==> config.mk <==
export PLATFORM = sky130hd
export DESIGN_NAME = msx_glue_top
export DESIGN_NICKNAME = d
export VERILOG_FILES = /design/src/msx_glue_pkg.sv /design/src/ddr3_read_arbiter.sv /design/src/hdmi_crop_select.sv /design/src/msx_glue_top.sv /design/src/osd_status_decode.sv /design/src/sd_card_select.sv
export VERILOG_INCLUDE_DIRS = /design/src /design/src/src
export SDC_FILE = /design/constraint.sdc
export NUM_CORES = 1
export LEC_CHECK = 0
export BUFFER_PORTS_ARGS = -buffer_cell sky130_fd_sc_hd__buf_4
export CORE_MARGIN = 2
export CORE_UTILIZATION = 25
export CTS_BUF_LIST = sky130_fd_sc_hd__clkbuf_4
export DETAILED_ROUTE_END_ITERATION = 6
export PLACE_DENSITY = 0.62
export SYNTH_ARGS = -nofsm -noshare
export SYNTH_HDL_FRONTEND = slang
export SYNTH_HIERARCHICAL = 1
export SYNTH_SLANG_ARGS = --single-unit
==> constraint.sdc <==
create_clock -name clk21m -period 3.5 [get_ports clk21m]
set_clock_uncertainty 0.1 [all_clocks]
set_input_delay 0.175 -clock clk21m [delete_from_list [all_inputs] [get_ports clk21m]]
set_output_delay 0.175 -clock clk21m [all_outputs]
set_load 0.01 [all_outputs]
==> src/msx_glue_params.svh <==
// MSX glue parameters
// Bus widths, SD activity hold time, video crop and aspect constants
`ifndef MSX_GLUE_PARAMS_SVH
`define MSX_GLUE_PARAMS_SVH

`define MSX_HDMI_DIM_W      12
`define MSX_VCROP_W         10
`define MSX_AR_W            12
`define MSX_ASPECT_W        2
`define MSX_DDR_ADDR_W      28
`define MSX_DDR_DATA_W      8

// Activity hold in clk21m cycles
`define MSX_SD_ACT_TIMEOUT  1000000
`define MSX_CAS_INDEX       5

// Vertical crop sizes and the 4:3 panel threshold
`define MSX_VCROP_200       200
`define MSX_VCROP_216       216
`define MSX_VCROP_240       240
`define MSX_VCROP_256       256
`define MSX_TALL_MIN_W      1440

// Aspect numerators for the original ratio
`define MSX_ARX_WIDE        340
`define MSX_ARX_NARROW      400
`define MSX_ARY_ORIG        300

`endif

==> src/msx_glue_pkg.sv <==
// MSX glue shared types
// Aspect ratio menu encoding and the DDR3 read client names
`include "msx_glue_params.svh"

package msx_glue_pkg;

   // Menu order of the aspect ratio option
   typedef enum logic [`MSX_ASPECT_W-1:0] {
      ORIGINAL = 2'd0,
      FULL     = 2'd1,
      ARC1     = 2'd2,
      ARC2     = 2'd3
   } aspect_t;

   // Clients of the shared DDR3 byte read port
   typedef enum logic {
      LOADER = 1'b0,
      TAPE   = 1'b1
   } ddr_client_t;

endpackage

==> src/ddr3_read_arbiter.sv <==
// DDR3 read arbiter
// Shares one byte read port between the ROM pack loader and the
// cassette player, four-phase req/ack on each client side
`timescale 1ns/1ps
`include "msx_glue_params.svh"

module ddr3_read_arbiter (
   input  logic                        clk21m,
   input  logic                        arst_n,
   input  logic                        loader_req,
   input  logic [`MSX_DDR_ADDR_W-1:0]  loader_addr,
   output logic                        loader_ack,
   output logic [`MSX_DDR_DATA_W-1:0]  loader_data,
   input  logic                        tape_req,
   input  logic [`MSX_DDR_ADDR_W-1:0]  tape_addr,
   output logic                        tape_ack,
   output logic [`MSX_DDR_DATA_W-1:0]  tape_data,
   input  logic                        ddr3_ready,
   input  logic [`MSX_DDR_DATA_W-1:0]  ddr3_dout,
   output logic                        ddr3_rd,
   output logic [`MSX_DDR_ADDR_W-1:0]  ddr3_addr
);

   localparam logic [1:0] ST_IDLE  = 2'd0;
   localparam logic [1:0] ST_ISSUE = 2'd1;
   localparam logic [1:0] ST_WAIT  = 2'd2;
   localparam logic [1:0] ST_ACK   = 2'd3;

   logic [1:0]                 state;
   msx_glue_pkg::ddr_client_t  grant;
   logic                       granted_req;

   assign granted_req = (grant == msx_glue_pkg::LOADER) ? loader_req : tape_req;

   // Address follows the winner until the read is issued
   always_ff @(posedge clk21m) begin
      if (state == ST_IDLE) begin
         ddr3_addr <= loader_req ? loader_addr : tape_addr;
      end
   end

   // ====================
   // Request FSM
   // ====================
   always_ff @(posedge clk21m or negedge arst_n) begin
      if (!arst_n) begin
         state       <= ST_IDLE;
         grant       <= msx_glue_pkg::LOADER;
         ddr3_rd     <= 1'b0;
         loader_ack  <= 1'b0;
         tape_ack    <= 1'b0;
         loader_data <= '0;
         tape_data   <= '0;
      end else begin
         ddr3_rd <= 1'b0;
         case (state)
            ST_IDLE: begin
               // Loader wins a tie
               if (loader_req || tape_req) begin
                  grant   <= loader_req ? msx_glue_pkg::LOADER : msx_glue_pkg::TAPE;
                  ddr3_rd <= 1'b1;
                  state   <= ST_ISSUE;
               end
            end
            ST_ISSUE, ST_WAIT: begin
               if (ddr3_ready) begin
                  if (grant == msx_glue_pkg::LOADER) begin
                     loader_data <= ddr3_dout;
                     loader_ack  <= 1'b1;
                  end else begin
                     tape_data <= ddr3_dout;
                     tape_ack  <= 1'b1;
                  end
                  state <= ST_ACK;
               end else begin
                  state <= ST_WAIT;
               end
            end
            ST_ACK: begin
               // Hold ack until the client drops its request
               if (!granted_req) begin
                  loader_ack <= 1'b0;
                  tape_ack   <= 1'b0;
                  state      <= ST_IDLE;
               end
            end
            default: state <= ST_IDLE;
         endcase
      end
   end

   a_one_ack: assert property (
      @(posedge clk21m) disable iff (!arst_n) !(loader_ack && tape_ack)
   );

   a_rd_pulse: assert property (
      @(posedge clk21m) disable iff (!arst_n) ddr3_rd |=> !ddr3_rd
   );

endmodule

==> src/hdmi_crop_select.sv <==
// HDMI crop and aspect select
// Picks the vertical crop from the output resolution and forms the
// aspect numerators for the video scaler
`timescale 1ns/1ps
`include "msx_glue_params.svh"

module hdmi_crop_select (
   input  logic                         clk21m,
   input  logic                         arst_n,
   input  logic [`MSX_HDMI_DIM_W-1:0]   hdmi_width,
   input  logic [`MSX_HDMI_DIM_W-1:0]   hdmi_height,
   input  logic                         scandoubler,
   input  logic                         vcrop_en,
   input  msx_glue_pkg::aspect_t        aspect,
   output logic [`MSX_VCROP_W-1:0]      crop_size,
   output logic [`MSX_AR_W-1:0]         arx,
   output logic [`MSX_AR_W-1:0]         ary
);

   localparam int AR_W = `MSX_AR_W;

   logic [`MSX_VCROP_W-1:0]    vcrop;
   logic                       wide;
   logic [`MSX_HDMI_DIM_W:0]   min_wide_w;

   // Height plus half height, one extra bit so it cannot wrap
   assign min_wide_w = {1'b0, hdmi_height} + {2'b00, hdmi_height[`MSX_HDMI_DIM_W-1:1]};

   // ====================
   // Crop table
   // ====================
   always_comb begin
      vcrop = '0;
      wide  = 1'b0;
      if (!scandoubler) begin
         if ({1'b0, hdmi_width} >= min_wide_w) begin
            case (hdmi_height)
               480, 720, 1200: vcrop = `MSX_VCROP_240;
               600, 800: begin
                  vcrop = `MSX_VCROP_200;
                  wide  = vcrop_en;
               end
               768:     vcrop = `MSX_VCROP_256;
               1080:    vcrop = `MSX_VCROP_216;
               default: vcrop = '0;
            endcase
         end else if (hdmi_width >= `MSX_TALL_MIN_W) begin
            // 4:3 panels fall short of the 1.5 ratio test
            case (hdmi_height)
               1440:    vcrop = `MSX_VCROP_240;
               1536:    vcrop = `MSX_VCROP_256;
               default: vcrop = '0;
            endcase
         end
      end
   end

   // ====================
   // Output registers
   // ====================
   always_ff @(posedge clk21m or negedge arst_n) begin
      if (!arst_n) begin
         crop_size <= '0;
         arx       <= '0;
         ary       <= '0;
      end else begin
         crop_size <= vcrop_en ? vcrop : '0;
         if (aspect == msx_glue_pkg::ORIGINAL) begin
            arx <= wide ? `MSX_ARX_WIDE : `MSX_ARX_NARROW;
            ary <= `MSX_ARY_ORIG;
         end else begin
            // Scaler preset index, ary zero selects preset mode
            arx <= AR_W'(aspect) - AR_W'(1);
            ary <= '0;
         end
      end
   end

   a_crop_off: assert property (
      @(posedge clk21m) disable iff (!arst_n) !$past(vcrop_en) |-> (crop_size == '0)
   );

endmodule

==> src/msx_glue_top.sv <==
// MSX board glue top level
// Menu status decode, HDMI crop select, SD card routing and the
// shared DDR3 read port, connected at board level
`timescale 1ns/1ps
`include "msx_glue_params.svh"

module msx_glue_top #(
   parameter int ACT_TIMEOUT = `MSX_SD_ACT_TIMEOUT
) (
   input  logic                        clk21m,
   input  logic                        arst_n,
   // OSD and download
   input  logic [63:0]                 status,
   input  logic                        forced_scandoubler,
   input  logic                        board_reset,
   input  logic                        ioctl_download,
   input  logic [15:0]                 ioctl_index,
   output logic [1:0]                  scanlines,
   output msx_glue_pkg::aspect_t       aspect,
   output logic [1:0]                  scale,
   output logic                        vcrop_en,
   output logic                        scandoubler,
   output logic                        sys_reset,
   output logic                        tape_rewind,
   // HDMI
   input  logic [`MSX_HDMI_DIM_W-1:0]  hdmi_width,
   input  logic [`MSX_HDMI_DIM_W-1:0]  hdmi_height,
   output logic [`MSX_VCROP_W-1:0]     crop_size,
   output logic [`MSX_AR_W-1:0]        arx,
   output logic [`MSX_AR_W-1:0]        ary,
   // SD card
   input  logic                        img_mounted,
   input  logic [31:0]                 img_size,
   input  logic                        spi_clk,
   input  logic                        spi_mosi,
   input  logic                        sd_miso,
   input  logic                        vsd_miso,
   output logic                        spi_miso,
   output logic                        sd_cs,
   output logic                        sd_sck,
   output logic                        sd_mosi,
   output logic                        led_user,
   output logic [1:0]                  led_disk,
   // DDR3 clients, LOADER and TAPE
   input  logic                        loader_req,
   input  logic [`MSX_DDR_ADDR_W-1:0]  loader_addr,
   output logic                        loader_ack,
   output logic [`MSX_DDR_DATA_W-1:0]  loader_data,
   input  logic                        tape_req,
   input  logic [`MSX_DDR_ADDR_W-1:0]  tape_addr,
   output logic                        tape_ack,
   output logic [`MSX_DDR_DATA_W-1:0]  tape_data,
   input  logic                        ddr3_ready,
   input  logic [`MSX_DDR_DATA_W-1:0]  ddr3_dout,
   output logic                        ddr3_rd,
   output logic [`MSX_DDR_ADDR_W-1:0]  ddr3_addr
);

   osd_status_decode u_decode (
      .clk21m             (clk21m),
      .arst_n             (arst_n),
      .status             (status),
      .forced_scandoubler (forced_scandoubler),
      .board_reset        (board_reset),
      .ioctl_download     (ioctl_download),
      .ioctl_index        (ioctl_index),
      .scanlines          (scanlines),
      .aspect             (aspect),
      .scale              (scale),
      .vcrop_en           (vcrop_en),
      .scandoubler        (scandoubler),
      .sys_reset          (sys_reset),
      .tape_rewind        (tape_rewind)
   );

   // Decoded fields feed the crop stage, two cycles from status
   hdmi_crop_select u_crop (
      .clk21m      (clk21m),
      .arst_n      (arst_n),
      .hdmi_width  (hdmi_width),
      .hdmi_height (hdmi_height),
      .scandoubler (scandoubler),
      .vcrop_en    (vcrop_en),
      .aspect      (aspect),
      .crop_size   (crop_size),
      .arx         (arx),
      .ary         (ary)
   );

   sd_card_select #(
      .ACT_TIMEOUT (ACT_TIMEOUT)
   ) u_sd (
      .clk21m      (clk21m),
      .arst_n      (arst_n),
      .img_mounted (img_mounted),
      .img_size    (img_size),
      .spi_clk     (spi_clk),
      .spi_mosi    (spi_mosi),
      .sd_miso     (sd_miso),
      .vsd_miso    (vsd_miso),
      .spi_miso    (spi_miso),
      .sd_cs       (sd_cs),
      .sd_sck      (sd_sck),
      .sd_mosi     (sd_mosi),
      .led_user    (led_user),
      .led_disk    (led_disk)
   );

   ddr3_read_arbiter u_arb (
      .clk21m      (clk21m),
      .arst_n      (arst_n),
      .loader_req  (loader_req),
      .loader_addr (loader_addr),
      .loader_ack  (loader_ack),
      .loader_data (loader_data),
      .tape_req    (tape_req),
      .tape_addr   (tape_addr),
      .tape_ack    (tape_ack),
      .tape_data   (tape_data),
      .ddr3_ready  (ddr3_ready),
      .ddr3_dout   (ddr3_dout),
      .ddr3_rd     (ddr3_rd),
      .ddr3_addr   (ddr3_addr)
   );

endmodule

==> src/osd_status_decode.sv <==
// OSD status decode
// Registers the menu fields of the 64-bit status word and derives the
// scandoubler, system reset and tape rewind requests
`timescale 1ns/1ps
`include "msx_glue_params.svh"

module osd_status_decode (
   input  logic                  clk21m,
   input  logic                  arst_n,
   input  logic [63:0]           status,
   input  logic                  forced_scandoubler,
   input  logic                  board_reset,
   input  logic                  ioctl_download,
   input  logic [15:0]           ioctl_index,
   output logic [1:0]            scanlines,
   output msx_glue_pkg::aspect_t aspect,
   output logic [1:0]            scale,
   output logic                  vcrop_en,
   output logic                  scandoubler,
   output logic                  sys_reset,
   output logic                  tape_rewind
);

   logic cas_load;
   logic reset_req;

   // A CAS file download restarts the tape
   assign cas_load  = ioctl_download && (ioctl_index[5:0] == 6'(`MSX_CAS_INDEX));
   // Board reset, menu reset, reset and detach
   assign reset_req = board_reset | status[0] | status[10];

   always_ff @(posedge clk21m or negedge arst_n) begin
      if (!arst_n) begin
         scanlines   <= '0;
         aspect      <= msx_glue_pkg::ORIGINAL;
         scale       <= '0;
         vcrop_en    <= 1'b0;
         scandoubler <= 1'b0;
         sys_reset   <= 1'b0;
         tape_rewind <= 1'b0;
      end else begin
         scanlines   <= status[4:3];
         aspect      <= msx_glue_pkg::aspect_t'(status[2:1]);
         scale       <= status[6:5];
         vcrop_en    <= status[7];
         scandoubler <= forced_scandoubler | (|status[4:3]);
         sys_reset   <= reset_req;
         // Reset term taken from the raw inputs to keep the same latency
         tape_rewind <= status[9] | cas_load | reset_req;
      end
   end

   // Any system reset must also rewind the tape
   a_reset_rewinds: assert property (
      @(posedge clk21m) disable iff (!arst_n) sys_reset |-> tape_rewind
   );

endmodule

==> src/sd_card_select.sv <==
// SD card select
// Switches SPI between the physical card and the virtual card image
// and holds the disk activity LEDs for a while after traffic
`timescale 1ns/1ps
`include "msx_glue_params.svh"

module sd_card_select #(
   parameter int ACT_TIMEOUT = `MSX_SD_ACT_TIMEOUT
) (
   input  logic        clk21m,
   input  logic        arst_n,
   input  logic        img_mounted,
   input  logic [31:0] img_size,
   input  logic        spi_clk,
   input  logic        spi_mosi,
   input  logic        sd_miso,
   input  logic        vsd_miso,
   output logic        spi_miso,
   output logic        sd_cs,
   output logic        sd_sck,
   output logic        sd_mosi,
   output logic        led_user,
   output logic [1:0]  led_disk
);

   localparam int CNT_W = $clog2(ACT_TIMEOUT + 1);

   logic             vsd_sel;
   logic             mosi_q;
   logic             miso_q;
   logic [CNT_W-1:0] act_cnt;
   logic             sd_act;

   // Virtual card used when a nonempty image is mounted
   always_ff @(posedge clk21m or negedge arst_n) begin
      if (!arst_n) begin
         vsd_sel <= 1'b0;
      end else if (img_mounted) begin
         vsd_sel <= |img_size;
      end
   end

   assign spi_miso = vsd_sel ? vsd_miso : sd_miso;
   // Physical card deselected and quiet while the image is in use
   assign sd_cs    = vsd_sel;
   assign sd_sck   = spi_clk & ~vsd_sel;
   assign sd_mosi  = spi_mosi & ~vsd_sel;

   // ====================
   // Activity timeout
   // ====================
   always_ff @(posedge clk21m) begin
      mosi_q <= spi_mosi;
      miso_q <= spi_miso;
   end

   // Starts expired so the LEDs stay dark out of reset
   always_ff @(posedge clk21m or negedge arst_n) begin
      if (!arst_n) begin
         act_cnt <= CNT_W'(ACT_TIMEOUT);
         sd_act  <= 1'b0;
      end else begin
         sd_act <= (act_cnt < CNT_W'(ACT_TIMEOUT));
         if ((mosi_q ^ spi_mosi) || (miso_q ^ spi_miso)) begin
            act_cnt <= '0;
         end else if (act_cnt < CNT_W'(ACT_TIMEOUT)) begin
            act_cnt <= act_cnt + 1'b1;
         end
      end
   end

   assign led_user = vsd_sel & sd_act;
   // Bit 1 gives the core sole control of the disk LED
   assign led_disk = {1'b1, ~vsd_sel & sd_act};

   a_sck_idle: assert property (
      @(posedge clk21m) disable iff (!arst_n) sd_cs |-> !sd_sck
   );

endmodule

==> impl_metrics.ini <==
[logic_synthesis]
netlist_area_um2 = 5500
synth.distinct_cells = 63
ys_seq_area_share_pct = 45.7
synth_ff_type = dfrtp_1
synth-seq-cells = 95
async_flop_share_pct = 68.4
synth-edff-count = 28
syn_area_per_cell_um2 = 11.3
synthCells = 488
ys_warn_count = 6

[clock_network]
cts_made_buffers = 9
cts.path.max_buffers = 2
htreeDepth = 3
cts.sinks = 95
root_buffer = clkbuf_4
clkTransAtPathRegs_ns = 0.14
cts.repair.resized = 0
cts_tree = built
clock_latency_ns = 0.45

[timing]
finalHoldViolCount = 0
setup_tns_ns = 0
worst_slew_margin_rel_pct = 42.6
post-route-min-period_ns = 2.98
hold-worst-slack_ns = 0.127
setup_viol = 0
tightest_slew_ns = 0.861
fmax_ghz = 0.336
slew_viol_final = 0
period_share_pct = 85.1
rsz0062_at_grt = no

[layout]
drive_gt1_share_pct = 40.7
final_util_pct = 39.1
area_growth_pct = 54.0
n_fill_cell = 2078
fin_area_um2 = 8470
final_nets = 1058
final_cells = 1089
regArea_um2 = 2520
multiInputGateArea_um2 = 2720

[placed_design]
placed_cells = 988
gp_congestion = 0.782
placed_area_um2 = 7480
port_buffers = 233
hpwlAfterDp_mm = 11.3

[drt]
routed_via_density = 4.49
ant_nets = 0
vias = 4886
drtIter0Drc = 168
drt-total-wl_mm = 15.7
drt-pass1-iter-count = 4
wl_per_cell_um = 14.4
drc = 0

[floorplan]
core-area_um2 = 21700
die_h_um = 152
dieWidth_um = 152
design.die.area_um2 = 23200
io_pins = 311
rows = 54
start_util_pct = 25.4

[setup_path]
worstSetupStartpointType = input port
required_ns = 3.73
rr_endpoint = u_sd/act_cnt[18]
crit_family = compound AO/OA/AOI/OAI gates
reg2reg_slack_ns = 1.03
r2r_start = u_sd/sd_cs
cp_num_buf_inv = 3
critical_path_arrival_ns = 3.21
reg2regPathDepth = 4
critPathKind = input port to register
crit_path_cell_trace = buf_4 > ha_1 > inv_1 > fa_1 > nand2b_1 > a21oi_1 > buf_4 > o2111ai_2 > nand2_1 > xnor2_1 > ha_1 > a21o_1 > a21oi_1 > o22ai_1 > a21oi_1 > o21ai_0 > a2111oi_2
cp_slowest_stage_delay_ns = 0.38
crit_slowest_cell = fa_1
path_common_cell = a21oi_1
cp_max_fo = 4
worstSetupEndpointType = register
cp-startpoint = hdmi_height[1]

[global_route]
global_route.usage.met2_pct = 23.1
grt_start_max_net_pins = 66
grt_pass1_vias = 4955
grt_pass1_wl_mm = 25.3
grt.busiest_layer = met2
grt_usage_pct = 13.3
grt_antenna_before_repair = 1
grtUsageMet1_pct = 16.3
grt_use_met3_pct = 3.98
gr-total-overflow = 0

[pwr]
p_leak_nw = 3.77
ir_drop_mv = 0.217
power.density_nw_per_um2 = 418

[job]
cap_violations = 0

[min_path]
min_to = u_crop/crop_size[8]
hold_path.class = input port to register
hold_start = hdmi_height[5]
min_path_cells = 5

[outcome]
status = finished clean
[metrics by stage]
stage          total power [mW]  setup WS (ns)
6_report                   3.54          0.521
2_1_floorplan              2.24          0.399
4_1_cts                    3.60          0.537
3_3_place_gp               2.83         0.0500
5_1_grt                    3.78          0.267
3_5_place_dp               2.86         0.0559
[cell type report]
type | count | share of cell area [%]
Clock buffer | 10 | 0.886
Timing Repair Buffer | 327 | 31.5
Clock inverter | 6 | 0.812
Antenna cell | 1 | 0.0295
Inverter | 21 | 0.930
Tap cell | 280 | 4.14
Sequential cell | 95 | 29.7
Multi-Input combinational cell | 349 | 32.0
[cell usage in the layout (no fill, tap or decap), types with 10 or more instances in the layout]
| cell type | count |
|---|---|
| a21oi_1 | 25 |
| buf_4 | 243 |
| clkbuf_4 | 10 |
| conb_1 | 14 |
| dfrtp_1 | 58 |
| dlygate4sd3_1 | 84 |
| edfxtp_1 | 28 |
| ha_1 | 41 |
| inv_1 | 21 |
| mux2_2 | 47 |
| mux2i_1 | 13 |
| nand2_1 | 26 |
| nand3_1 | 21 |
| nand3b_1 | 13 |
| o21ai_0 | 13 |
[synthesized netlist by cell type (13+ instances only)]
cell type	instances	area, µm²
dfrtp_1	58	1450
o21ai_0	13	65.1
inv_1	21	78.8
nand2_1	26	97.6
ha_1	41	513
nand3_1	21	105
nand3b_1	13	97.6
edfxtp_1	28	841
mux2_2	47	529
mux2i_1	13	130
buf_4	24	180
a21oi_1	25	125
[worst reg2reg max path: cells and delay by family (launching register included)]
kind | cells | cell delay, ns
flops | 1 | 0.61
xor+xnor | 1 | 0.60
mux | 1 | 0.44
simple gates | 1 | 0.37
compound gates | 1 | 0.26
[logic make-up (layout without fill, tap and decap cells)]
logic type,count (synthesis),in the layout,synth area share (%)
compound gates,81,81,9.78
xor+xnor,13,13,2.21
fa+ha+maj,42,42,9.69
buf+inv,56,364,5.75
flops,95,95,45.7
mux,61,61,12.3
other cells,2,15,0.136
simple gates,138,138,14.5
[power breakdown]
part           internal [mW]  switching, mW  leakage, nW
sequential              1.42          0.103         1.07
clock                  0.232          0.399       0.0774
combinational          0.764          0.626         2.63
total                   2.41           1.13         3.77
[sequential cells by signal, indices dropped and copies added (netlist names), 2 cells and up]
name / flops
u_arb/tape_data: 8
u_decode/scanlines: 2
u_crop/arx: 5
u_crop/crop_size: 5
u_decode/scale: 2
u_decode/aspect: 2
u_arb/ddr3_addr: 28
u_arb/state: 2
u_sd/act_cnt: 20
u_arb/loader_data: 8
[repair_timing]
action	4_1_cts	5_1_grt
buffers inserted	0	0
hold buffers	84	0
endpoints found under the hold margin	119	0
[per-layer routing]
metal  share of wire (%)  routed length [µm]
met1                  43                6810
met2                  49                7610
met3                 7.1                1110
met4                0.97                 152
met5                   0                   0
[worst max-delay path by stage]
stage / end / cells past startpoint / slack (ns)
floorplan: u_crop/crop_size[8] / 15 / 0.40
global placement: u_crop/crop_size[8] / 17 / 0.05
detailed placement: u_crop/crop_size[8] / 17 / 0.06
CTS: u_crop/crop_size[8] / 17 / 0.54
global route: u_crop/crop_size[8] / 17 / 0.27
finish: u_crop/crop_size[8] / 17 / 0.52
Note: power is estimated with default switching activity, not from simulation.
